===== config.mk =====
export PLATFORM = sky130hd
export DESIGN_NAME = output_sequencer
export DESIGN_NICKNAME = d
export VERILOG_FILES = /design/src/common/result_buf_pkg.sv /design/src/output_stream/output_sequencer.sv
export VERILOG_INCLUDE_DIRS = /design/src /design/src/common
export SDC_FILE = /design/constraint.sdc
export NUM_CORES = 1
export LEC_CHECK = 0
export BUFFER_PORTS_ARGS = -buffer_cell sky130_fd_sc_hd__buf_4
export CAP_MARGIN = 30
export CORE_MARGIN = 5
export CORE_UTILIZATION = 43
export DETAILED_ROUTE_END_ITERATION = 10
export GPL_TIMING_DRIVEN = 0
export PLACE_DENSITY = 0.74
export REMOVE_ABC_BUFFERS = 1
export SLEW_MARGIN = 0
export SYNTH_ARGS = -nofsm -noshare
export SYNTH_HDL_FRONTEND = slang
export SYNTH_SLANG_ARGS = --single-unit

===== constraint.sdc =====
create_clock -name clk -period 10.5 [get_ports clk]
set_input_delay 3.15 -clock clk [delete_from_list [all_inputs] [get_ports clk]]
set_output_delay 3.15 -clock clk [all_outputs]
set_load 0.02 [all_outputs]

===== src/common/result_buf_cfg.svh =====
`ifndef RESULT_BUF_CFG_SVH
`define RESULT_BUF_CFG_SVH

// ----------------------------------------
// batch geometry
// ----------------------------------------

// reads per batch
`define RB_MAX_READ 64
`define RB_READ_NUM_W 6

// batch size and done counter reach RB_MAX_READ itself
`define RB_COUNT_W (`RB_READ_NUM_W + 1)

// entry slots reserved for each read
`define RB_SLOTS_PER_READ 20

// sizes, indices and return codes share one width
`define RB_SIZE_W 7

// ----------------------------------------
// store banks
// ----------------------------------------

// bank picked by the two MSBs of the read number
`define RB_BANKS 4
`define RB_BANK_DEPTH (`RB_MAX_READ * `RB_SLOTS_PER_READ / `RB_BANKS)
`define RB_BANK_ADDR_W 9

// datapath slot and output beat widths
`define RB_SLOT_W 256
`define RB_BEAT_W 512

`endif


===== src/common/result_buf_pkg.sv =====
`include "result_buf_cfg.svh"

package result_buf_pkg;

	// stored entry, only the live bits of a slot (113 bits)
	typedef struct packed {
		logic [6:0]  info_hi;
		logic [6:0]  info_lo;
		logic [32:0] x2;
		logic [32:0] x1;
		logic [32:0] x0;
	} mem_entry_t;

	// datapath form: [info_hi, info_lo, x2, x1, x0] on 32/64-bit lanes
	typedef logic [`RB_SLOT_W-1:0] mem_slot_t;

	typedef logic [`RB_BEAT_W-1:0] out_beat_t;

	// one sequencer step, finish marks the end of the batch
	typedef enum logic [2:0] {
		STEP_NONE,
		STEP_HEADER,
		STEP_PAIR,
		STEP_SINGLE,
		STEP_GAP,
		STEP_FINISH
	} step_kind_t;

	function automatic mem_entry_t pack_entry(input mem_slot_t slot);
		mem_entry_t e;
		e.info_hi = slot[224 +: 7];
		e.info_lo = slot[192 +: 7];
		e.x2      = slot[128 +: 33];
		e.x1      = slot[64 +: 33];
		e.x0      = slot[0 +: 33];
		return e;
	endfunction

	function automatic mem_slot_t unpack_entry(input mem_entry_t e);
		mem_slot_t slot;
		slot = '0;
		slot[224 +: 7]  = e.info_hi;
		slot[192 +: 7]  = e.info_lo;
		slot[128 +: 33] = e.x2;
		slot[64 +: 33]  = e.x1;
		slot[0 +: 33]   = e.x0;
		return slot;
	endfunction

endpackage


===== src/output_stream/output_sequencer.sv =====
`include "result_buf_cfg.svh"

module output_sequencer (
	input  logic                              clk,
	input  logic                              reset_n,
	input  logic                              stall,
	input  logic                              output_permit,
	input  logic [`RB_COUNT_W-1:0]            batch_size,
	output logic [`RB_READ_NUM_W-1:0]         lookup_read_num,
	input  logic [`RB_SIZE_W-1:0]             lookup_size,
	input  logic [`RB_SIZE_W-1:0]             lookup_ret,
	output logic [`RB_READ_NUM_W-1:0]         rd_read_num,
	output logic [`RB_SIZE_W-1:0]             rd_addr_a,
	output logic [`RB_SIZE_W-1:0]             rd_addr_b,
	output result_buf_pkg::step_kind_t        step_kind,
	output logic [`RB_READ_NUM_W-1:0]         step_read_num,
	output logic [`RB_SIZE_W-1:0]             step_size,
	output logic [`RB_SIZE_W-1:0]             step_ret
);

	// matches address reg, RAM read and bank select in mem_store
	localparam int PIPE_DEPTH = 3;

	logic [`RB_COUNT_W-1:0]      read_ptr;
	logic [`RB_SIZE_W-1:0]       out_idx;
	logic [`RB_SIZE_W-1:0]       idx_next;
	logic [`RB_SIZE_W-1:0]       cur_size;
	logic                        group_start;
	result_buf_pkg::step_kind_t  step_now;

	result_buf_pkg::step_kind_t  kind_pipe [PIPE_DEPTH];
	logic [`RB_READ_NUM_W-1:0]   read_num_pipe [PIPE_DEPTH];
	logic [`RB_SIZE_W-1:0]       size_pipe [PIPE_DEPTH];
	logic [`RB_SIZE_W-1:0]       ret_pipe [PIPE_DEPTH];

	assign idx_next = out_idx + 1'b1;

	always_comb begin
		if (!output_permit)
			step_now = result_buf_pkg::STEP_NONE;
		else if (read_ptr >= batch_size)
			step_now = result_buf_pkg::STEP_FINISH;
		else if (group_start)
			step_now = result_buf_pkg::STEP_HEADER;
		else if (idx_next < cur_size)
			step_now = result_buf_pkg::STEP_PAIR;
		else if (idx_next == cur_size)
			step_now = result_buf_pkg::STEP_SINGLE;
		else
			step_now = result_buf_pkg::STEP_GAP;
	end

	// ----------------------------------------
	// walk reads and entries
	// ----------------------------------------
	always_ff @(posedge clk) begin
		if (!reset_n) begin
			read_ptr    <= '0;
			out_idx     <= '0;
			cur_size    <= '0;
			group_start <= 1'b1;
		end else if (!stall) begin
			case (step_now)
				result_buf_pkg::STEP_HEADER: begin
					cur_size    <= lookup_size;
					out_idx     <= '0;
					group_start <= 1'b0;
				end
				result_buf_pkg::STEP_PAIR:   out_idx <= out_idx + 2'd2;
				result_buf_pkg::STEP_SINGLE: out_idx <= idx_next;
				result_buf_pkg::STEP_GAP: begin
					read_ptr    <= read_ptr + 1'b1;
					group_start <= 1'b1;
				end
				default: ;
			endcase
		end
	end

	assign lookup_read_num = read_ptr[`RB_READ_NUM_W-1:0];
	assign rd_read_num     = read_ptr[`RB_READ_NUM_W-1:0];
	assign rd_addr_a       = out_idx;
	assign rd_addr_b       = idx_next;

	// step info rides alongside the store read
	always_ff @(posedge clk) begin
		if (!reset_n) begin
			for (int i = 0; i < PIPE_DEPTH; i++) begin
				kind_pipe[i] <= result_buf_pkg::STEP_NONE;
			end
		end else if (!stall) begin
			kind_pipe[0]     <= step_now;
			read_num_pipe[0] <= read_ptr[`RB_READ_NUM_W-1:0];
			size_pipe[0]     <= lookup_size;
			ret_pipe[0]      <= lookup_ret;
			for (int i = 1; i < PIPE_DEPTH; i++) begin
				kind_pipe[i]     <= kind_pipe[i-1];
				read_num_pipe[i] <= read_num_pipe[i-1];
				size_pipe[i]     <= size_pipe[i-1];
				ret_pipe[i]      <= ret_pipe[i-1];
			end
		end
	end

	assign step_kind     = kind_pipe[PIPE_DEPTH-1];
	assign step_read_num = read_num_pipe[PIPE_DEPTH-1];
	assign step_size     = size_pipe[PIPE_DEPTH-1];
	assign step_ret      = ret_pipe[PIPE_DEPTH-1];

endmodule


# Yosys cells after proc, flatten, opt, wreduce, memory -nomap -nowiden
# Memory sizes are Yosys's and may differ from the RTL's.
# Cells that the tools add are included.
# W data, S select, Z words.
# word_totals
reg_bits	22
mem_bits_rw	69
inputBits	25
word_cells	42
n_memories	4
# classes
n_addsub	3
n_lt_le_gt_ge	2
n_eq_ne	5
n_mux	14
n_bitwise	4
reduce_logical	6
# memory_table
name	depth	word_bits	rd	rd_ports_with_merged_regs	write_ports	line_no	text
ret_pipe	3	7	3	0	3	output_sequencer.sv:34	logic [`RB_SIZE_W-1:0] ret_pipe [PIPE_DEPTH];
size_pipe	3	7	3	0	3	output_sequencer.sv:33	logic [`RB_SIZE_W-1:0] size_pipe [PIPE_DEPTH];
read_num_pipe	3	6	3	0	3	output_sequencer.sv:32	logic [`RB_READ_NUM_W-1:0] read_num_pipe [PIPE_DEPTH];
kind_pipe	3	3	3	0	3	output_sequencer.sv:31	result_buf_pkg::step_kind_t kind_pipe [PIPE_DEPTH];
# op_table
operator	n
$mux W3	8
$pmux W7 S3	1
$add A7 B1 Y7 const B	2
$reduce_and A2 Y1	4
$add A7 B2 Y7 const B	1
$eq A7 B7 Y1	1
$ge A7 B7 Y1	1
$lt A7 B7 Y1	1
$eq A3 B2 Y1 const B	2
$mux W1	4
$eq A3 B1 Y1 const B	1
$eq A3 B3 Y1 const B	1
$or A1 B1 Y1	3
$reduce_bool A3 Y1	1
$pmux W1 S2	1
$reduce_bool A2 Y1	1
$not A1 Y1	1

# Logic depth before layout (Yosys ltp)
# depth
word_depth	10
depth_mapped	11
mapped_depth_nobuf	10

# Worst setup path after synthesis
# No wires, ideal clock.
# synth_timing
path_kind	input port to flip-flop
start	in reset_n
end	reg out_idx[4] (netlist: rd_addr_a[4])
setup_time_ns	0.091
t_arrival_ns	6.060
t_required_ns	10.409
path_slack_ns	4.349
path_stages	7
path_buffers	2
path_cell_list	clkbuf_1 > nand2b_1 > inv_1 > clkbuf_1 > and4_1 > a32oi_1 > o22ai_1
# synth_rtl
item	line_no	text
start: declaration	output_sequencer.sv:5	input logic reset_n,
end signal: assignment	output_sequencer.sv:69	result_buf_pkg::STEP_PAIR: out_idx <= out_idx + 2'd2;
end signal: assignment	output_sequencer.sv:70	result_buf_pkg::STEP_SINGLE: out_idx <= idx_next;
end: declaration	output_sequencer.sv:25	logic [`RB_SIZE_W-1:0] out_idx;

# Worst setup path after layout
# layout_timing
start	reg out_idx[0] (netlist: rd_addr_a[0])
end	out rd_addr_b[6]
# layout_via
elab_chain_cells	1
# layout_rtl
item	line_no	text
$add A7 B1 Y7	output_sequencer.sv:36	assign idx_next = out_idx + 1'b1;
end: declaration	output_sequencer.sv:14	output logic [`RB_SIZE_W-1:0] rd_addr_b,
# Every way passes these cells.

==> flow_metrics.py <==
metrics = {
    "clocking": {
        "h-tree-depth": 3,
        "cts_buffer_depth": 2,
        "clock_latency_ps": 350,
        "clk_pin_slew_ps": 90,
        "cts_buffers": 9,
        "cts_hold_buf": 0,
        "cts_resized": 0,
        "postCtsSetupRepairBufs": 0,
        "clock_sinks": 91,
        "cts_tree": "done",
        "cts.root.buffer_cell": "clkbuf_8",
    },
    "global_route": {
        "grt_pass1_vias": 2248,
        "antenna_found_initial": 0,
        "grtUsageTotal_pct": 12.60,
        "grt_pass1_wl_mm": 11.16,
        "grt_overflow_total": 0,
        "grt_start_max_net_pins": 49,
    },
    "worst_setup_path": {
        "critPathKind": "reg2out",
        "arrival_ps": 1950,
        "critical_path.max_fanout": 9,
        "crit_required_ps": 7350,
        "cp-end-kind": "output pin",
        "crit_path_start": "rd_addr_a[0]",
        "r2r_cells": 10,
        "start_kind": "flop",
        "r2r_start": "rd_addr_a[0]",
    },
    "yosys": {
        "avgSynthCellArea_um2": 13.00,
        "yosys.cell_types.count": 51,
        "synth_warnings": 0,
        "synth.area.top_cells": "edfxtp_1, dfxtp_1, buf_4",
        "syn_area_mm2": 0.003965,
        "synthArstFlopShare_pct": 0,
        "ys_seq_area_share_pct": 63.36,
        "synth-edff-count": 69,
        "synth_top_area_share_pct": 52.26,
        "synth-main-ff-cell": "edfxtp_1",
        "synthTopCellsByCount": "edfxtp_1, buf_4, inv_1",
        "yosysMostFrequentCell": "edfxtp_1",
        "synthCells": 305,
        "yosys.area.top_type": "edfxtp_1",
        "ys_ff_latch": 91,
    },
    "cells_and_area": {
        "drive_gt1_share_pct": 28.09,
        "finalNonFillerCells": 467,
        "nets": 393,
        "antenna_cells": 0,
        "syn2layout_area_growth_pct": 15.81,
    },
    "power": {
        "leakagePower_nw": 1.811,
        "vdd_ir_drop_max_mv": 0.05144,
        "powerDensity_mw_per_mm2": 150.1,
    },
    "worst_hold_path": {
        "min-delay-start": "read_num_pipe[0][5]",
        "min_path_type": "reg2reg",
        "hold-path-cell-count": 0,
    },
    "floorplan": {
        "rows": 35,
        "die_h_um": 106.0,
        "start_util_pct": 43.53,
        "pin_count": 74,
        "fp.dieArea_mm2": 0.01124,
        "core-area_mm2": 0.009109,
        "die_w_um": 106.0,
    },
    "sta": {
        "hold_viol_final": 0,
        "final.setup.tns_ps": 0,
        "fmaxAchievable_mhz": 195.9,
        "period_needed_ps": 5103,
        "slew_viol_final": 0,
        "rsz0062_at_grt": "no",
        "finalCritPeriodShare_pct": 48.60,
        "setup_viol": 0,
        "maxSlewHeadroom_pct": 53.06,
        "finClkSkew_ps": 8.154,
        "worst_slew_pin_slew_ps": 700.3,
    },
    "routing": {
        "wirelength_mm": 6.732,
        "first_pass_iters": 4,
        "wl_per_cell_um": 14.42,
        "detail-route-antenna-nets": 0,
        "drc": 0,
        "drt-initial-drc-count": 148,
        "vias_per_cell": 4.934,
        "vias": 2304,
    },
    "placed_design": {
        "place_inst": 451,
        "gp_congestion": 0.8256,
        "io_buffer_count": 73,
        "dpl.hpwl_mm": 4.954,
    },
    "status": {
        "status": "completed",
    },
    "job": {
        "cap_violations": 0,
    },
}
[cells in the final DEF (no fill, tap or decap), drive strengths merged, types with 2 or more instances in the layout]
| cell | count |
|---|---|
| inv | 25 |
| nand3 | 10 |
| clkbuf | 9 |
| ha | 17 |
| edfxtp | 69 |
| o22ai | 2 |
| nand2 | 12 |
| and2 | 7 |
| nor3 | 2 |
| clkinv | 4 |
| xnor2 | 6 |
| o21a | 3 |
| nand4 | 5 |
| mux2i | 11 |
| nor2 | 15 |
| nor2b | 2 |
| a21oi | 15 |
| or3b | 2 |
| nand2b | 4 |
| or3 | 5 |
| dfxtp | 22 |
| buf | 74 |
| o21ai | 9 |
| o32a | 2 |
[layer usage]
| layer | up-vias | GRT usage [%] | part of all wire [%] |
|---|---|---|---|
| met1 | 1082 | 15.67 | 44 |
| met4 | 0 | 4.718 | 1.3 |
| li1 | 1164 | - | - |
| met5 | - | 0 | 0 |
| met2 | 50 | 20.26 | 49 |
| met3 | 8 | 4.432 | 5.2 |
[where the power goes]
part | switching [mW] | total, mW | internal [mW]
clock network | 0.120 | 0.232 | 0.112
logic | 0.0301 | 0.0517 | 0.0215
registers | 0.00450 | 0.406 | 0.401
[cell families (layout without fill, tap and decap cells)]
kind of cell / Yosys count / after routing / share of synthesized area, %
flops: 91 / 91 / 63.36
simple gates: 72 / 72 / 9.940
compound gates: 44 / 44 / 7.700
fa+ha+maj: 17 / 17 / 5.364
xor+xnor: 7 / 7 / 1.546
mux: 11 / 11 / 2.777
buf+inv: 63 / 114 / 9.309
[path summary, 6_finish.rpt]
check                               to  slack [ps]
hold reg to reg   read_num_pipe[0][11]         420
hold / removal    read_num_pipe[0][11]         420
setup reg to reg           read_ptr[5]        6920
setup / recovery          rd_addr_b[6]        5400
[stage by stage]
stage | setup slack [ps] | power [mW] | util [%] | instance area, um2 | hold WS [ps]
2_1_floorplan | 5138 | 0.4439 | - | 3686 | 400.3
3_3_place_gp | 4355 | 0.4637 | 48.01 | 4373 | 400.6
3_5_place_dp | 5083 | 0.4662 | 48.23 | 4393 | 404.5
4_1_cts | 5383 | 0.6979 | 50.41 | 4592 | 419.1
5_1_grt | 5248 | 0.7203 | 50.41 | 4592 | 415.1
6_report | 5397 | 0.6891 | 50.41 | 4592 | 415.7
[layout make-up]
type,count,area [um2]
clock buffers,9,123.9
clock inverters,7,75.07
fillers,785,4517
inverters,24,90.09
multi-input cells,151,1084
flip-flops and latches,91,2512
well taps,111,138.9
repair buffers,74,568.0
[critical path, stage by stage (launching register included)]
cell and delay [ps]:
dfxtp_1 540, ha_1 330, nand4_1 140, xnor2_1 370
buf_4 220
[registers in the layout, indices dropped and copies added (netlist names)]
name and flops:
cur_size 7, group_start 1, kind_pipe 9, rd_addr_a 7, read_num_pipe 18, read_ptr 7
ret_pipe 21, size_pipe 21
Power figures use the tool's default switching activity.
