`src/common/result_buf_cfg.svh`:
```
`ifndef RESULT_BUF_CFG_SVH
`define RESULT_BUF_CFG_SVH

// ----------------------------------------
// batch geometry
// ----------------------------------------

// reads per batch
`define RB_MAX_READ 64
`define RB_READ_NUM_W 6

// batch size and done counter reach RB_MAX_READ itself
`define RB_COUNT_W (`RB_READ_NUM_W + 1)

// entry slots reserved for each read
`define RB_SLOTS_PER_READ 20

// sizes, indices and return codes share one width
`define RB_SIZE_W 7

// ----------------------------------------
// store banks
// ----------------------------------------

// bank picked by the two MSBs of the read number
`define RB_BANKS 4
`define RB_BANK_DEPTH (`RB_MAX_READ * `RB_SLOTS_PER_READ / `RB_BANKS)
`define RB_BANK_ADDR_W 9

// datapath slot and output beat widths
`define RB_SLOT_W 256
`define RB_BEAT_W 512

`endif

```
`src/verilog/group_table.sv`:
```
`include "result_buf_cfg.svh"

module group_table (
	input  logic                       clk,
	input  logic                       reset_n,
	input  logic                       stall,
	input  logic [`RB_COUNT_W-1:0]     batch_size,
	input  logic                       mem_size_valid,
	input  logic [`RB_SIZE_W-1:0]      mem_size,
	input  logic [`RB_READ_NUM_W-1:0]  mem_size_read_num,
	input  logic                       ret_valid,
	input  logic [`RB_SIZE_W-1:0]      ret,
	input  logic [`RB_READ_NUM_W-1:0]  ret_read_num,
	input  logic [`RB_READ_NUM_W-1:0]  lookup_read_num,
	output logic [`RB_SIZE_W-1:0]      lookup_size,
	output logic [`RB_SIZE_W-1:0]      lookup_ret,
	output logic [`RB_COUNT_W-1:0]     done_counter,
	output logic                       output_request
);

	logic [`RB_SIZE_W-1:0]      size_tab [`RB_MAX_READ];
	logic [`RB_SIZE_W-1:0]      ret_tab [`RB_MAX_READ];

	logic                       size_valid_q;
	logic [`RB_SIZE_W-1:0]      size_q;
	logic [`RB_READ_NUM_W-1:0]  size_read_num_q;
	logic                       ret_valid_q;
	logic [`RB_SIZE_W-1:0]      ret_q;
	logic [`RB_READ_NUM_W-1:0]  ret_read_num_q;
	logic                       all_done;

	// one register stage on the strobes
	always_ff @(posedge clk) begin
		if (!reset_n) begin
			size_valid_q <= 1'b0;
			ret_valid_q  <= 1'b0;
		end else if (!stall) begin
			size_valid_q    <= mem_size_valid;
			size_q          <= mem_size;
			size_read_num_q <= mem_size_read_num;
			ret_valid_q     <= ret_valid;
			ret_q           <= ret;
			ret_read_num_q  <= ret_read_num;
		end
	end

	always_ff @(posedge clk) begin
		if (!stall) begin
			if (size_valid_q) begin
				size_tab[size_read_num_q] <= size_q;
			end
			if (ret_valid_q) begin
				ret_tab[ret_read_num_q] <= ret_q;
			end
		end
	end

	// completion count, then request one cycle behind all_done
	always_ff @(posedge clk) begin
		if (!reset_n) begin
			done_counter   <= '0;
			all_done       <= 1'b0;
			output_request <= 1'b0;
		end else if (!stall) begin
			if (size_valid_q) begin
				done_counter <= done_counter + 1'b1;
			end
			all_done       <= (done_counter == batch_size) && (batch_size != '0);
			output_request <= all_done;
		end
	end

	assign lookup_size = size_tab[lookup_read_num];
	assign lookup_ret  = ret_tab[lookup_read_num];

endmodule

```
`config.mk`:
```
export PLATFORM = sky130hd
export DESIGN_NAME = group_table
export DESIGN_NICKNAME = d
export VERILOG_FILES = /design/src/verilog/group_table.sv
export VERILOG_INCLUDE_DIRS = /design/src /design/src/common
export SDC_FILE = /design/constraint.sdc
export NUM_CORES = 1
export LEC_CHECK = 0
export BUFFER_PORTS_ARGS = -buffer_cell sky130_fd_sc_hd__buf_2
export CELL_PAD_IN_SITES_DETAIL_PLACEMENT = 1
export CELL_PAD_IN_SITES_GLOBAL_PLACEMENT = 2
export CORE_MARGIN = 1
export CORE_UTILIZATION = 30
export CTS_CLUSTER_DIAMETER = 60
export DETAILED_ROUTE_END_ITERATION = 6
export GPL_ROUTABILITY_DRIVEN = 0
export PLACE_DENSITY = 0.58
export SYNTH_ARGS = -nofsm -noshare
export SYNTH_HDL_FRONTEND = slang
export SYNTH_SLANG_ARGS = --single-unit
```
`constraint.sdc`:
```
create_clock -name clk -period 5.3 [get_ports clk]
set_clock_uncertainty 0.2 [all_clocks]
set_input_delay 1.06 -clock clk [delete_from_list [all_inputs] [get_ports clk]]
set_output_delay 1.06 -clock clk [all_outputs]
set_load 0.05 [all_outputs]
```
# Word-level counts from Yosys, hierarchy flattened
# Memories as Yosys holds them, arrays and structs flattened.
# Cells that the tools add are included.
# totals
regBits	37
latch_bits	0
ram_bits	896
mem_bits_ro	0
in_bits	44
out_inout_bits	22
word_cells	24
memories	2
# classes
addsub	1
multipliers	0
n_div	0
magnitude_cmp	0
eq_ne	1
n_shift	0
mux	6
n_bitwise	1
reduce_logical	4
# memory_table
memory	words	width	rd	rd_ports_with_merged_regs	wr	line	text
ret_tab	64	7	1	0	1	group_table.sv:22	logic [`RB_SIZE_W-1:0] ret_tab [`RB_MAX_READ];
size_tab	64	7	1	0	1	group_table.sv:21	logic [`RB_SIZE_W-1:0] size_tab [`RB_MAX_READ];
# ops
cell	n
adder 7 x 1 -> 7 bit (second input constant)	1
equality test 7 bit	1
nonzero test 7 bit	1
two-way mux 1 bit	6
AND reduction 2 bit	2
logical AND 1 bit	1
NOT 1 bit	1

# Depth between registers and ports, before layout
# Gate-level depths: netlist of the first run.
# logic_depth
depth_word	3
depth_mapped	10
ltp_nobuf	5

# Least setup slack after synthesis of the first run
# No wires, ideal clock.
# synth_path
kind	input -> output
start	input lookup_read_num[0]
end	output lookup_ret[2]
arrival_ns	3.819
required_time_ns	4.040
path_slack_ns	0.221
stages	9
path_buffers	5
path_cell_list	buf_6 > buf_6 > buf_6 > buf_4 > buf_2 > nand2_1 > nand3_1 > o221ai_1 > o41ai_1
# synth_via
elab_chain_cells	1
# synth_lines
element	line	text
start: declaration	group_table.sv:14	input logic [`RB_READ_NUM_W-1:0] lookup_read_num,
memory (64 x 7 bit)	n/a	
end: declaration	group_table.sv:16	output logic [`RB_SIZE_W-1:0] lookup_ret,
# Every way passes these cells.

# Worst setup path in the final report of the first run
# layout_path
start	input lookup_read_num[0]
end	output lookup_ret[6]
# The elaborated chain is that of the path after synthesis.

==> flow_summary.ini, run 1 <==
[synth]
synth_ff_type = edfxtp_1
synthesis.nets = 1759
synth-seq-cells = 933
synth_cell_type_count = 47
async_flop_share = 0
synth-edff-count = 922
syn_area_sq_um = 36200
synth_warnings = 0
yosysSeqAreaShare = 0.771
synthCells = 1714
syn_avg_cell_area_sq_um = 21.1

[final_layout]
drive_gt1_frac = 0.273
final_area_sq_um = 42300
fin_nets = 1912
area_growth_pct = 16.9

[global_routing]
antenna_found_initial = 3
top_usage_layer = met2
grt_use_met3 = 0.0296
grt_util_all_layers = 0.156
use_met2 = 0.263
grt_pass1_wl_um = 137000
use_met1 = 0.204
grt_max_degree = 65
grt-ovfl-total = 0
grt_pass1_vias = 18800

[die]
initial_core_util = 0.302
die_w_um = 349
chipHeight_um = 349
core-area_sq_um = 120000
row_count = 127
die_area_sq_um = 122000
io_pins = 66

[cts]
cts_tree = yes
htree_levels = 3
cts_made_buffers = 104
ctsHoldBuffers = 0
clk_latency_ns = 0.68
clock_path_buffers = 3
cts.sinks = 933
path_clk_slew_ns = 0.05
cts-root-buf = clkbuf_16

[pwr]
power_density_nw_per_um2 = 379
vdd_drop_max_uv = 269
p_leak_nw = 13.0
total_power_mw = 16.0

[drt]
avgViaCountPerCell = 4.84
first_iter_violations = 1221
num_vias = 17200
wire_per_inst_um = 26.6
postRouteAntennaNets = 0
wirelength_um = 94700
first_pass_iters = 5
drc_errors = 0

[critical_path]
crit_fanout = 38
required_ns = 4.04
cp_num_buf_inv = 4
start_kind = primary input
critPathTopFamily = buffers and inverters
slowest_delay_ns = 0.77
crit_chain = buf_8 > inv_2 > nand2_1 > o221ai_1 > o41ai_1 > buf_4 > buf_12
cp-end-kind = output port
critical_path_class = in2out
cp_slowest_cell = o41ai_1
crit_arrival_ns = 3.88

[sta]
slew_violations = 0
maxSlewHeadroom = 0.126
rsz0062_at_grt = false
tightest_slew_ns = 1.31
max_freq_ghz = 0.194
min_period_ns = 5.14
setup_viol = 0
tns_ns = 0
final_hold_viol_count = 0
period_share = 0.970

[worst_hold_path]
hold_class = reg2reg

[placed_design]
dpl.hpwl_um = 60400
postPlaceCellArea_sq_um = 39000
io_buffers = 65

[run]
cap_violations = 0

[status]
outcome = completed
## registers in the layout (all words and copies together), names as in the netlist
signal           count
ret_q                7
done_counter         7
all_done             1
ret_read_num_q       6
ret_valid_q          1
size_valid_q         1
size_tab           448
size_read_num_q      6
ret_tab            448
output_request       1
size_q               7
## layout by cell type, fill, tap and decap left out, types with 19 or more instances in the layout
master / count
edfxtp_1: 922
clkbuf_16: 104
buf_4: 62
clkinv_1: 24
nor2_1: 149
nand3_1: 27
buf_12: 28
buf_2: 49
nand2_1: 81
mux4_2: 237
mux2i_1: 19
## path summary, 6_finish.rpt
| kind | start | endpoint | slack (ns) | cells past startpoint |
|---|---|---|---|---|
| worst max-delay path | lookup_read_num[0] | lookup_ret[6] | 0.16 | 7 |
| worst min-delay path | all_done$_SDFFE_PN0N_ | all_done$_SDFFE_PN0N_ | 0.26 | 2 |
| worst max register to register | ret_read_num_q[0]$_DFFE_PP_ | ret_tab[18][1]$_DFFE_PP_ | 1.96 | 3 |
| worst min register to register | all_done$_SDFFE_PN0N_ | all_done$_SDFFE_PN0N_ | 0.26 | 2 |
## timing repair
item,CTS,global route
endpoints found under the setup margin,0,1
resized for setup,0,1
setup buffers,0,0
## Yosys cell counts (all sizes together) (2+ instances only)
cell,number,share of area
a31oi,9,0.0016
and2,4,0.00069
o22ai,13,0.0022
nand2b,4,0.00069
or3,4,0.00069
clkbuf,42,0.0044
nand3,27,0.0037
buf,53,0.010
mux2i,19,0.0053
nor2,149,0.015
or3b,7,0.0017
a21oi,9,0.0012
nor2b,19,0.0033
a311oi,8,0.0019
mux4,237,0.15
xor2,2,0.00048
nand3b,10,0.0021
inv,3,0.00031
a211oi,7,0.0015
o41ai,5,0.0012
o211ai,3,0.00062
o21ai,16,0.0022
dfxtp,11,0.0061
xnor2,8,0.0019
o31ai,7,0.0015
o221ai,13,0.0031
edfxtp,922,0.77
o2111ai,6,0.0015
a21boi,3,0.00062
nand4,4,0.00069
nand2,81,0.0084
## layer usage
| layer | up-vias | share of wire |
|---|---|---|
| met3 | 125 | 0.046 |
| met5 | - | 0.000074 |
| met1 | 9292 | 0.43 |
| li1 | 7437 | - |
| met4 | 2 | 0.024 |
| met2 | 381 | 0.50 |
## cell families after synthesis
| group | count (synthesis) | synth area share |
|---|---|---|
| buf+inv | 98 | 0.0148 |
| flops | 933 | 0.771 |
| xor+xnor | 10 | 0.00242 |
| simple gates | 314 | 0.0384 |
| fa+ha+maj | 1 | 0.000346 |
| compound gates | 102 | 0.0199 |
| mux | 256 | 0.153 |
## power by group
group	leakage, nW	switching, mW	total, mW	internal [mW]
Clock	1.59	2.93	6.97	4.03
Sequential	8.38	0.0241	8.19	8.16
Combinational	3.01	0.543	0.872	0.329
Total	13.0	3.50	16.0	12.5
## metrics by stage
step / instances / setup slack, ns / util / hold WS [ns]
after floorplan: 1714 / 0.221 / - / 0.230
after detailed placement: 3373 / 0.137 / 0.325 / 0.254
final: 3561 / 0.157 / 0.353 / 0.258
after global placement: 3373 / 0.191 / 0.325 / 0.243
after CTS: 3560 / 0.134 / 0.353 / 0.264
after global routing: 3560 / 0.0571 / 0.353 / 0.283
## worst register-to-register path: stages (launching register included)
cell and delay, ns:
edfxtp_1 0.39, nor3b_2 0.75, nand2_1 0.66, nor2_1 0.94
## area by class of cell
type | count | area [sq um]
fill | 11800 | 77500
sequential | 933 | 27900
multi-input combinational | 683 | 7760
clock buffer | 121 | 2670
tap | 1612 | 2020
timing repair buffer | 142 | 1310
clock inverter | 66 | 613
inverter | 3 | 11.3
antenna | 1 | 2.50
(Power assumes the default switching activity.)
==> run 2, diff against run 1 <==
--- a/config.mk
+++ b/config.mk
@@ -15,6 +15,7 @@
 export DETAILED_ROUTE_END_ITERATION = 6
 export GPL_ROUTABILITY_DRIVEN = 0
 export PLACE_DENSITY = 0.58
+export REMOVE_ABC_BUFFERS = 1
 export SYNTH_ARGS = -nofsm -noshare
 export SYNTH_HDL_FRONTEND = slang
 export SYNTH_SLANG_ARGS = --single-unit
==> run 2 against run 1 <==
- register-to-register slack better by 0.23 ns
- critical path depth increased by 1
- clock-buffer cell count is 3 higher
- largest cell class unchanged
- first-iteration DRC count up 24%
- core utilization increased by 0.11 points
- flip-flop and latch count unchanged
- cell count increased by 0.39%
- sequential share of layout area is 0.21 points lower
==> flow_summary.ini, run 2 (synthesized netlist as in run 1, its figures left out) <==
[cts]
htree_levels = 3
cts-root-buf = clkbuf_16
cts_setup_buffers = 0
path_clk_slew_ns = 0.06
clock_path_buffers = 3
cts_made_buffers = 99
clk_latency_ns = 0.67
post_cts_resized = 0
cts_tree = yes
ctsHoldBuffers = 0
cts.sinks = 933

[final_layout]
top_regs = ret_tab (448), size_tab (448)
layout_commonest_cell = edfxtp_1
seqCellArea_sq_um = 27900
insertedDiodeCount = 0
nFillCells = 11800
final_cell_mix = 922 x edfxtp_1, 237 x mux4_2, 148 x nor2_1
fin_nets = 1925
drive_gt1_frac = 0.279
area_growth_pct = 17.3
multiInputGateArea_sq_um = 7750

[drt]
drc_errors = 0
wirelength_um = 95600
wire_per_inst_um = 26.7
first_iter_violations = 1508
avgViaCountPerCell = 4.90
first_pass_iters = 5
num_vias = 17500
postRouteAntennaNets = 0

[global_routing]
antenna_found_initial = 2
grt_util_all_layers = 0.157
grt_max_degree = 65
grt-ovfl-total = 0
grt_pass1_wl_um = 137000
grt_pass1_vias = 18800

[critical_path]
crit_fanout = 22
r2r-end = ret_tab[34][1]$_DFFE_PP_
critical_path_class = in2out
cp-end-kind = output port
start_kind = primary input
cp-startpoint = lookup_read_num[0]
r2r_slack_ns = 2.19
r2r-start = ret_read_num_q[0]$_DFFE_PP_
cp-endpoint = lookup_size[2]
required_ns = 4.04
worstRegToRegCells = 3
crit_arrival_ns = 3.67

[pwr]
total_power_mw = 16.2
p_leak_nw = 13.1
vdd_drop_max_uv = 244
power_density_nw_per_um2 = 381

[status]
outcome = completed

[die]
row_count = 127
die_w_um = 349
core-area_sq_um = 120000
die_area_sq_um = 122000
io_pins = 66
initial_core_util = 0.302
chipHeight_um = 349

[sta]
max_freq_ghz = 0.203
maxSlewHeadroom = 0.131
setup_viol = 0
tns_ns = 0
slew_violations = 0
final_hold_viol_count = 0
period_share = 0.931
min_period_ns = 4.93
rsz0062_at_grt = false
tightest_slew_ns = 1.30
hold_slack_ns = 0.255

[worst_hold_path]
hold_class = reg2reg
holdCritStartpoint = all_done$_SDFFE_PN0N_

[run]
cap_violations = 0

[placed_design]
io_buffers = 65
dpl.hpwl_um = 62000
## run 2: cell type report
class,count,share of cell area
inverters,3,0.000265
clock inverters,60,0.0163
well taps,1612,0.0475
multi-input cells,683,0.183
flip-flops and latches,933,0.658
repair buffers,160,0.0332
clock buffers,124,0.0623
## run 2: worst max-delay path, stage by stage
cell and delay [ns]:
buf_8 0.26, buf_12 0.23, mux4_2 0.57, mux4_2 0.51
o2111ai_1 0.39, buf_4 0.19, o41ai_1 0.17, buf_12 0.21
## run 2: how the worst min path moves through the flow
stage | to | slack [ns] | cells after the start
3_3_place_gp | all_done$_SDFFE_PN0N_ | 0.25 | 2
6_report | all_done$_SDFFE_PN0N_ | 0.26 | 2
5_1_grt | all_done$_SDFFE_PN0N_ | 0.29 | 2
3_5_place_dp | all_done$_SDFFE_PN0N_ | 0.25 | 2
2_1_floorplan | all_done$_SDFFE_PN0N_ | 0.23 | 2
4_1_cts | all_done$_SDFFE_PN0N_ | 0.26 | 2
## run 2: routing by layer
layer | vias to the layer above | share of wire | GRT usage
met1 | 9420 | 0.43 | 0.209
met4 | 0 | 0.026 | 0.0461
met3 | 148 | 0.047 | 0.0255
met2 | 484 | 0.50 | 0.264
li1 | 7452 | - | -
met5 | - | 0 | 0
## run 2: metrics by stage
step / cell area, sq um / setup slack, ns / utilization / instances
after floorplan: 35700 / 0.704 / - / 1619
after global placement: 39100 / 0.269 / 0.326 / 3390
after detailed placement: 39100 / 0.245 / 0.326 / 3391
after CTS: 42400 / 0.250 / 0.354 / 3575
after global routing: 42400 / 0.311 / 0.354 / 3575
final: 42400 / 0.366 / 0.354 / 3575
## run 2: where the power goes
part | switching (mW) | internal (mW)
registers | 0.0315 | 8.16
clock network | 2.88 | 4.22
logic | 0.557 | 0.331
