### config.mk
export PLATFORM = sky130hd
export DESIGN_NAME = beat_formatter
export DESIGN_NICKNAME = d
export VERILOG_FILES = /design/src/common/result_buf_pkg.sv /design/src/output_stream/beat_formatter.sv
export VERILOG_INCLUDE_DIRS = /design/src /design/src/common
export SDC_FILE = /design/constraint.sdc
export NUM_CORES = 1
export LEC_CHECK = 0
export BUFFER_PORTS_ARGS = -buffer_cell sky130_fd_sc_hd__clkbuf_2
export CORE_AREA = 2 2 297 299
export DETAILED_ROUTE_END_ITERATION = 7
export DIE_AREA = 0 0 299 301
export GPL_TIMING_DRIVEN = 0
export MAX_ROUTING_LAYER = met4
export PLACE_DENSITY = 0.42
export SYNTH_ARGS = -nofsm -noshare
export SYNTH_HDL_FRONTEND = slang
export SYNTH_SLANG_ARGS = --single-unit
### constraint.sdc
create_clock -name clk -period 6.32 [get_ports clk]
set_input_delay 0.948 -clock clk [delete_from_list [all_inputs] [get_ports clk]]
set_output_delay 0.948 -clock clk [all_outputs]
set_load 0.005 [all_outputs]
### src/common/result_buf_cfg.svh
`ifndef RESULT_BUF_CFG_SVH
`define RESULT_BUF_CFG_SVH

// ----------------------------------------
// batch geometry
// ----------------------------------------

// reads per batch
`define RB_MAX_READ 64
`define RB_READ_NUM_W 6

// batch size and done counter reach RB_MAX_READ itself
`define RB_COUNT_W (`RB_READ_NUM_W + 1)

// entry slots reserved for each read
`define RB_SLOTS_PER_READ 20

// sizes, indices and return codes share one width
`define RB_SIZE_W 7

// ----------------------------------------
// store banks
// ----------------------------------------

// bank picked by the two MSBs of the read number
`define RB_BANKS 4
`define RB_BANK_DEPTH (`RB_MAX_READ * `RB_SLOTS_PER_READ / `RB_BANKS)
`define RB_BANK_ADDR_W 9

// datapath slot and output beat widths
`define RB_SLOT_W 256
`define RB_BEAT_W 512

`endif

### src/common/result_buf_pkg.sv
`include "result_buf_cfg.svh"

package result_buf_pkg;

	// stored entry, only the live bits of a slot (113 bits)
	typedef struct packed {
		logic [6:0]  info_hi;
		logic [6:0]  info_lo;
		logic [32:0] x2;
		logic [32:0] x1;
		logic [32:0] x0;
	} mem_entry_t;

	// datapath form: [info_hi, info_lo, x2, x1, x0] on 32/64-bit lanes
	typedef logic [`RB_SLOT_W-1:0] mem_slot_t;

	typedef logic [`RB_BEAT_W-1:0] out_beat_t;

	// one sequencer step, finish marks the end of the batch
	typedef enum logic [2:0] {
		STEP_NONE,
		STEP_HEADER,
		STEP_PAIR,
		STEP_SINGLE,
		STEP_GAP,
		STEP_FINISH
	} step_kind_t;

	function automatic mem_entry_t pack_entry(input mem_slot_t slot);
		mem_entry_t e;
		e.info_hi = slot[224 +: 7];
		e.info_lo = slot[192 +: 7];
		e.x2      = slot[128 +: 33];
		e.x1      = slot[64 +: 33];
		e.x0      = slot[0 +: 33];
		return e;
	endfunction

	function automatic mem_slot_t unpack_entry(input mem_entry_t e);
		mem_slot_t slot;
		slot = '0;
		slot[224 +: 7]  = e.info_hi;
		slot[192 +: 7]  = e.info_lo;
		slot[128 +: 33] = e.x2;
		slot[64 +: 33]  = e.x1;
		slot[0 +: 33]   = e.x0;
		return slot;
	endfunction

endpackage

### src/output_stream/beat_formatter.sv
`include "result_buf_cfg.svh"

module beat_formatter (
	input  logic                        clk,
	input  logic                        reset_n,
	input  logic                        stall,
	input  result_buf_pkg::step_kind_t  step_kind,
	input  logic [`RB_READ_NUM_W-1:0]   step_read_num,
	input  logic [`RB_SIZE_W-1:0]       step_size,
	input  logic [`RB_SIZE_W-1:0]       step_ret,
	input  result_buf_pkg::mem_entry_t  rd_entry_a,
	input  result_buf_pkg::mem_entry_t  rd_entry_b,
	output result_buf_pkg::out_beat_t   output_data,
	output logic                        output_valid,
	output logic                        output_finish
);

	// header field offsets
	localparam int HDR_SIZE_LSB = 64;
	localparam int HDR_RET_LSB  = 128;

	result_buf_pkg::out_beat_t next_beat;
	logic                      next_valid;

	always_comb begin
		next_beat = '0;
		case (step_kind)
			result_buf_pkg::STEP_HEADER: begin
				next_beat[`RB_READ_NUM_W-1:0]            = step_read_num;
				next_beat[HDR_SIZE_LSB +: `RB_SIZE_W]    = step_size;
				next_beat[HDR_RET_LSB +: `RB_SIZE_W]     = step_ret;
			end
			result_buf_pkg::STEP_PAIR: begin
				next_beat = {result_buf_pkg::unpack_entry(rd_entry_b),
					result_buf_pkg::unpack_entry(rd_entry_a)};
			end
			// odd tail, upper half stays zero
			result_buf_pkg::STEP_SINGLE: begin
				next_beat[`RB_SLOT_W-1:0] = result_buf_pkg::unpack_entry(rd_entry_a);
			end
			default: ;
		endcase
	end

	assign next_valid = (step_kind == result_buf_pkg::STEP_HEADER) ||
		(step_kind == result_buf_pkg::STEP_PAIR) ||
		(step_kind == result_buf_pkg::STEP_SINGLE);

	always_ff @(posedge clk) begin
		if (!stall) begin
			output_data <= next_beat;
		end
	end

	// finish is sticky until reset
	always_ff @(posedge clk) begin
		if (!reset_n) begin
			output_valid  <= 1'b0;
			output_finish <= 1'b0;
		end else if (!stall) begin
			output_valid <= next_valid;
			if (step_kind == result_buf_pkg::STEP_FINISH) begin
				output_finish <= 1'b1;
			end
		end
	end

endmodule

* Yosys cells after proc, flatten, opt, wreduce, memory -nomap -nowiden *
Index checks and enable logic that the tools add are counted.

cells by class
  eq/ne operators = 4
  mux-type cells = 3
  bitwise gates (word level) = 1
  reductions and logical operators = 4

operators with widths
  kind                                                                   number
  7-bit case mux with 2 select lines                                     2
  6-bit case mux with 2 select lines                                     1
  3-bit by 2-bit equality test with 1-bit output, second input constant  2
  3-bit by 1-bit equality test with 1-bit output, second input constant  1
  3-bit equality test, second input constant                             1
  1-bit logical OR                                                       2
  2-bit AND reduction                                                    1
  2-bit OR reduction                                                     1
  1-bit inverter                                                         1

word-level totals
  input port bits = 252
  word-level logic and storage cells = 17
  flip-flop bits (word level) = 514
  output and inout bits = 514

* Logic depth before layout (Yosys ltp) *
  depth in word-level cells = 3
  gate-level depth with buffers = 5
  mapped depth without buffers = 3

* Least setup slack after synthesis *
No wires, ideal clock.

  path kind = input to register
  from = input stall
  to = register output_data[0] (enable)
  buffers on the path = 0
  path slack = 442 ps
  cell stages on the path = 1
  arrival = 5302 ps
  library setup time = 576 ps
  cells stage by stage = inv_1

RTL lines
  element               line                  source
  start, declared       beat_formatter.sv:6   input logic stall,
  end signal, assigned  beat_formatter.sv:51  output_data <= next_beat;
  end, declared         beat_formatter.sv:13  output result_buf_pkg::out_beat_t output_data,

No word-level cell between the ends.

* Final worst setup path *
  from = input stall
  to = register output_data[93] (enable)

No word-level cell between the ends.

==> report_table.html <==
<table>
<tr><th>Metric</th><th>Value</th></tr>
<tr><th colspan="2">Worst setup path</th></tr>
<tr><td>WS Path Type</td><td>input port to flop</td></tr>
<tr><td>Worst Setup End Kind</td><td>flop</td></tr>
<tr><td>Worst r2r src</td><td>output_valid$_SDFFE_PN0N_</td></tr>
<tr><td>CP max stage delay</td><td>0.55 ns</td></tr>
<tr><td>Worst reg-to-reg path cell count</td><td>2</td></tr>
<tr><td>Crit start category</td><td>input port</td></tr>
<tr><td>Worst EP required</td><td>6.51 ns</td></tr>
<tr><td>Worst path cell trace</td><td>clkbuf_2 &gt; inv_8 &gt; buf_16</td></tr>
<tr><td>Terminus of the critical flop-to-flop path</td><td>output_valid$_SDFFE_PN0N_</td></tr>
<tr><td>Arrival time reported for the critical path endpoint</td><td>2.40 ns</td></tr>
<tr><td>Crit path max-delay cell type</td><td>sky130_fd_sc_hd__inv_8</td></tr>
<tr><td>Minimum setup slack among reg-to-reg paths</td><td>5.72 ns</td></tr>
<tr><td>Maximum fanout along the worst path</td><td>128</td></tr>
<tr><th colspan="2">Yosys</th></tr>
<tr><td>Yosys reg bits</td><td>228</td></tr>
<tr><td>Main combinational cell family by area after synthesis</td><td>buffers and inverters</td></tr>
<tr><td>Biggest area consumer among synthesized cells</td><td>sky130_fd_sc_hd__edfxtp_1</td></tr>
<tr><td>Simple-gate area share of the yosys netlist</td><td>13.1%</td></tr>
<tr><td>Xor and xnor fraction of the mapped netlist area</td><td>0%</td></tr>
<tr><td>Synthesized netlist cell count</td><td>799</td></tr>
<tr><td>Multiplexer share of the synthesized area</td><td>0%</td></tr>
<tr><td>Most instantiated cells after synthesis</td><td>286 x sky130_fd_sc_hd__buf_4, 226 x sky130_fd_sc_hd__edfxtp_1, 206 x sky130_fd_sc_hd__and2_1</td></tr>
<tr><td>Distinct cell type count after synthesis</td><td>20</td></tr>
<tr><td>Compound-gate portion of the synthesized area</td><td>1.59%</td></tr>
<tr><td>Warning count from the yosys run</td><td>0</td></tr>
<tr><td>Netlist area before placement</td><td>10700 sq um</td></tr>
<tr><td>Leading cell types by total area after synthesis</td><td>sky130_fd_sc_hd__edfxtp_1 63%, sky130_fd_sc_hd__buf_4 20%, sky130_fd_sc_hd__and2_1 12%</td></tr>
<tr><td>Top-count cell post-synth</td><td>sky130_fd_sc_hd__buf_4</td></tr>
<tr><td>Synthesized-area fraction occupied by adder cells</td><td>0%</td></tr>
<tr><td>Avg Cell Area, Syn</td><td>13.4 sq um</td></tr>
<tr><td>Sequential fraction of the synthesis area</td><td>63.6%</td></tr>
<tr><td>Number of flops mapped to enable cells by yosys</td><td>226</td></tr>
<tr><td>Share of flip-flops with an asynchronous set or reset</td><td>0%</td></tr>
<tr><td>Most frequently used flop master after synthesis</td><td>sky130_fd_sc_hd__edfxtp_1</td></tr>
<tr><td>Proportion of netlist area held by the largest area contributor</td><td>63.3%</td></tr>
<tr><th colspan="2">Timing</th></tr>
<tr><td>Maximum clock skew at final layout</td><td>0 ns</td></tr>
<tr><td>Pins over their slew limit</td><td>0</td></tr>
<tr><td>Transition at the pin with the smallest max-transition slack</td><td>1.01 ns</td></tr>
<tr><td>FMAX</td><td>454 MHz</td></tr>
<tr><td>Unrepaired setup endpoints after global routing</td><td>no</td></tr>
<tr><td>Max_slew headroom</td><td>32.6%</td></tr>
<tr><td>Final worst path period need</td><td>2.20 ns</td></tr>
<tr><td>Post-route fraction of the period consumed by the critical path</td><td>34.9%</td></tr>
<tr><td>Total count of hold-check failures in the final report</td><td>0</td></tr>
<tr><td>Setup_tns</td><td>0 ns</td></tr>
<tr><td>Number of setup violations in the final report</td><td>0</td></tr>
<tr><th colspan="2">Placement</th></tr>
<tr><td>Area of placed instances</td><td>15700 sq um</td></tr>
<tr><td>Weighted congestion at the end of routability-driven global placement</td><td>0.865</td></tr>
<tr><td>DPL Wire Length</td><td>33600 microns</td></tr>
<tr><td>Buffers added on ports</td><td>479</td></tr>
<tr><th colspan="2">Drt</th></tr>
<tr><td>Routed wire per std cell</td><td>14.4 microns</td></tr>
<tr><td>Final Routed Wirelength</td><td>40100 microns</td></tr>
<tr><td>Number of design-rule violations left by the first detailed-router iteration</td><td>381</td></tr>
<tr><td>Antenna violation net count after detailed routing</td><td>0</td></tr>
<tr><td>Via count</td><td>7770</td></tr>
<tr><td>DRT Pass-1 Iters</td><td>4</td></tr>
<tr><td>Average via count per standard cell</td><td>2.79</td></tr>
<tr><td>Number of design rule violations left after detail routing</td><td>0</td></tr>
<tr><th colspan="2">Floorplanning</th></tr>
<tr><td>Initial cell density of the core</td><td>12.4%</td></tr>
<tr><td>Die boundary height</td><td>301 microns</td></tr>
<tr><td>Horizontal die dimension</td><td>299 microns</td></tr>
<tr><td>Number of core rows</td><td>108</td></tr>
<tr><td>Core Region</td><td>86500 sq um</td></tr>
<tr><td>Die Area</td><td>90000 sq um</td></tr>
<tr><td>I/O pin cnt</td><td>766</td></tr>
<tr><th colspan="2">CTS</th></tr>
<tr><td>Clock sink count</td><td>228</td></tr>
<tr><td>Clock root buffer</td><td>sky130_fd_sc_hd__clkbuf_16</td></tr>
<tr><td>Max Buffers Root-to-Sink</td><td>3</td></tr>
<tr><td>Number of clock buffers inserted by TritonCTS</td><td>28</td></tr>
<tr><td>TritonCTS clock tree</td><td>done</td></tr>
<tr><td>Number of hold-repair buffers added at the cts stage</td><td>0</td></tr>
<tr><td>Clock insertion delay at the later pin of the skew report</td><td>0.55 ns</td></tr>
<tr><td>Clock-pin slew on the worst setup and hold paths</td><td>0.06 ns</td></tr>
<tr><td>Cells resized by post-CTS repair</td><td>0</td></tr>
<tr><td>Setup bufs post-CTS</td><td>0</td></tr>
<tr><td>CTS HTree Levels</td><td>1</td></tr>
<tr><th colspan="2">Hold path</th></tr>
<tr><td>Depth of the worst hold-timing path</td><td>2</td></tr>
<tr><td>Min-delay worst type</td><td>flop to flop</td></tr>
<tr><td>Worst Hold Launch</td><td>output_valid$_SDFFE_PN0N_</td></tr>
<tr><td>Hold EP</td><td>output_valid$_SDFFE_PN0N_</td></tr>
<tr><th colspan="2">Finish</th></tr>
<tr><td>Final layout net count</td><td>1846</td></tr>
<tr><td>Utilization after layout</td><td>19.2%</td></tr>
<tr><td>Layout Cell Area excl Fill</td><td>16600 sq um</td></tr>
<tr><td>Area growth from synthesis to layout</td><td>55.1%</td></tr>
<tr><td>Ratio of cells with drive above 1 in the final layout</td><td>51.1%</td></tr>
<tr><th colspan="2">Global route</th></tr>
<tr><td>GRT overflow</td><td>0</td></tr>
<tr><td>Overall Global Routing Usage</td><td>8.43%</td></tr>
<tr><td>Number of global-route vias before repair</td><td>7565</td></tr>
<tr><td>Global-route wire length before repair</td><td>53200 microns</td></tr>
<tr><td>Pin count of the biggest net entering global routing</td><td>129</td></tr>
<tr><td>Number of antenna violations at the first check in global routing</td><td>25</td></tr>
<tr><th colspan="2">Power and ir drop</th></tr>
<tr><td>Power density of the placed cells</td><td>238 nW/um^2</td></tr>
<tr><td>Leakage</td><td>7.91 nW</td></tr>
<tr><td>Worst IR Drop VDD</td><td>0.193 mV</td></tr>
<tr><td>Overall power</td><td>0.00396 W</td></tr>
<tr><th colspan="2">Run status</th></tr>
<tr><td>Status</td><td>completed</td></tr>
<tr><th colspan="2">Flow run</th></tr>
<tr><td>Maximum Capacitance Violations</td><td>0</td></tr>
</table>
layout by cell type (no fill, tap or decap), types with 2 or more instances in the layout:
| cell type | instances |
|---|---|
| sky130_fd_sc_hd__nor2_1 | 21 |
| sky130_fd_sc_hd__inv_8 | 2 |
| sky130_fd_sc_hd__buf_6 | 8 |
| sky130_fd_sc_hd__edfxtp_1 | 226 |
| sky130_fd_sc_hd__clkinv_2 | 4 |
| sky130_fd_sc_hd__and2_1 | 206 |
| sky130_fd_sc_hd__diode_2 | 13 |
| sky130_fd_sc_hd__clkinvlp_4 | 2 |
| sky130_fd_sc_hd__clkbuf_1 | 18 |
| sky130_fd_sc_hd__clkbuf_16 | 29 |
| sky130_fd_sc_hd__inv_6 | 2 |
| sky130_fd_sc_hd__conb_1 | 286 |
| sky130_fd_sc_hd__dfxtp_1 | 2 |
| sky130_fd_sc_hd__clkbuf_2 | 483 |
| sky130_fd_sc_hd__buf_4 | 286 |
| sky130_fd_sc_hd__a22oi_1 | 20 |
| sky130_fd_sc_hd__clkinv_1 | 6 |
| sky130_fd_sc_hd__bufinv_16 | 3 |
| sky130_fd_sc_hd__clkinv_4 | 2 |
per-layer routing:
layer	routed length [microns]	vias to the layer above	GRT usage (%)
met2	19800	521	14.3
met5	0	-	-
met1	14900	3464	9.32
met4	971	0	2.79
li1	-	3713	-
met3	4400	72	2.68
per-stage QoR:
step                setup slack (ns)  std cells  hold slack [ns]
global placement               -2.03       2718            0.462
global route                    3.93       2777            0.513
detailed placement              3.34       2719            0.475
floorplan                      0.442       1084            0.464
CTS                             3.94       2771            0.484
finish                          4.12       2784            0.480
final cells by class:
type	count	area (sq um)
Inverter	1	11.3
Fill cell	9642	69800
Multi-Input combinational cell	541	2650
Clock buffer	32	737
Clock inverter	20	194
Tap cell	1155	1450
Timing Repair Buffer	480	2420
Buffer	314	2320
Sequential cell	228	6830
Antenna cell	13	32.5
worst max path at each step:
stage,endpoint,startpoint
finish,output_data[93]$_SDFFCE_PN0N_,stall
global route,output_data[196]$_SDFFCE_PN0N_,step_kind[1]
CTS,output_data[196]$_SDFFCE_PN0N_,step_kind[1]
detailed placement,output_data[194]$_SDFFCE_PN0N_,step_kind[1]
global placement,output_data[94]$_SDFFCE_PN0N_,stall
floorplan,output_data[0]$_DFFE_PN_,stall
registers in the layout, indices dropped and copies added (netlist names):
signal         cells
output_data      226
output_finish      1
output_valid       1
power breakdown:
part	switching [W]	internal, W
Clock	0.000688	0.000963
Sequential	0.0000329	0.00177
Combinational	0.000241	0.000264
Total	0.000962	0.00300
logic make-up (layout without fill, tap and decap cells):
| group | count (synthesis) | in the layout |
|---|---|---|
| other cells | 1 | 299 |
| buf+inv | 315 | 847 |
| simple gates | 232 | 232 |
| compound gates | 23 | 23 |
| flops | 228 | 228 |
worst max-delay path, delay by kind of cell:
kind     cells  cell delay [ns]
buf+inv      3             1.19
Power figures use the tool's default switching activity.
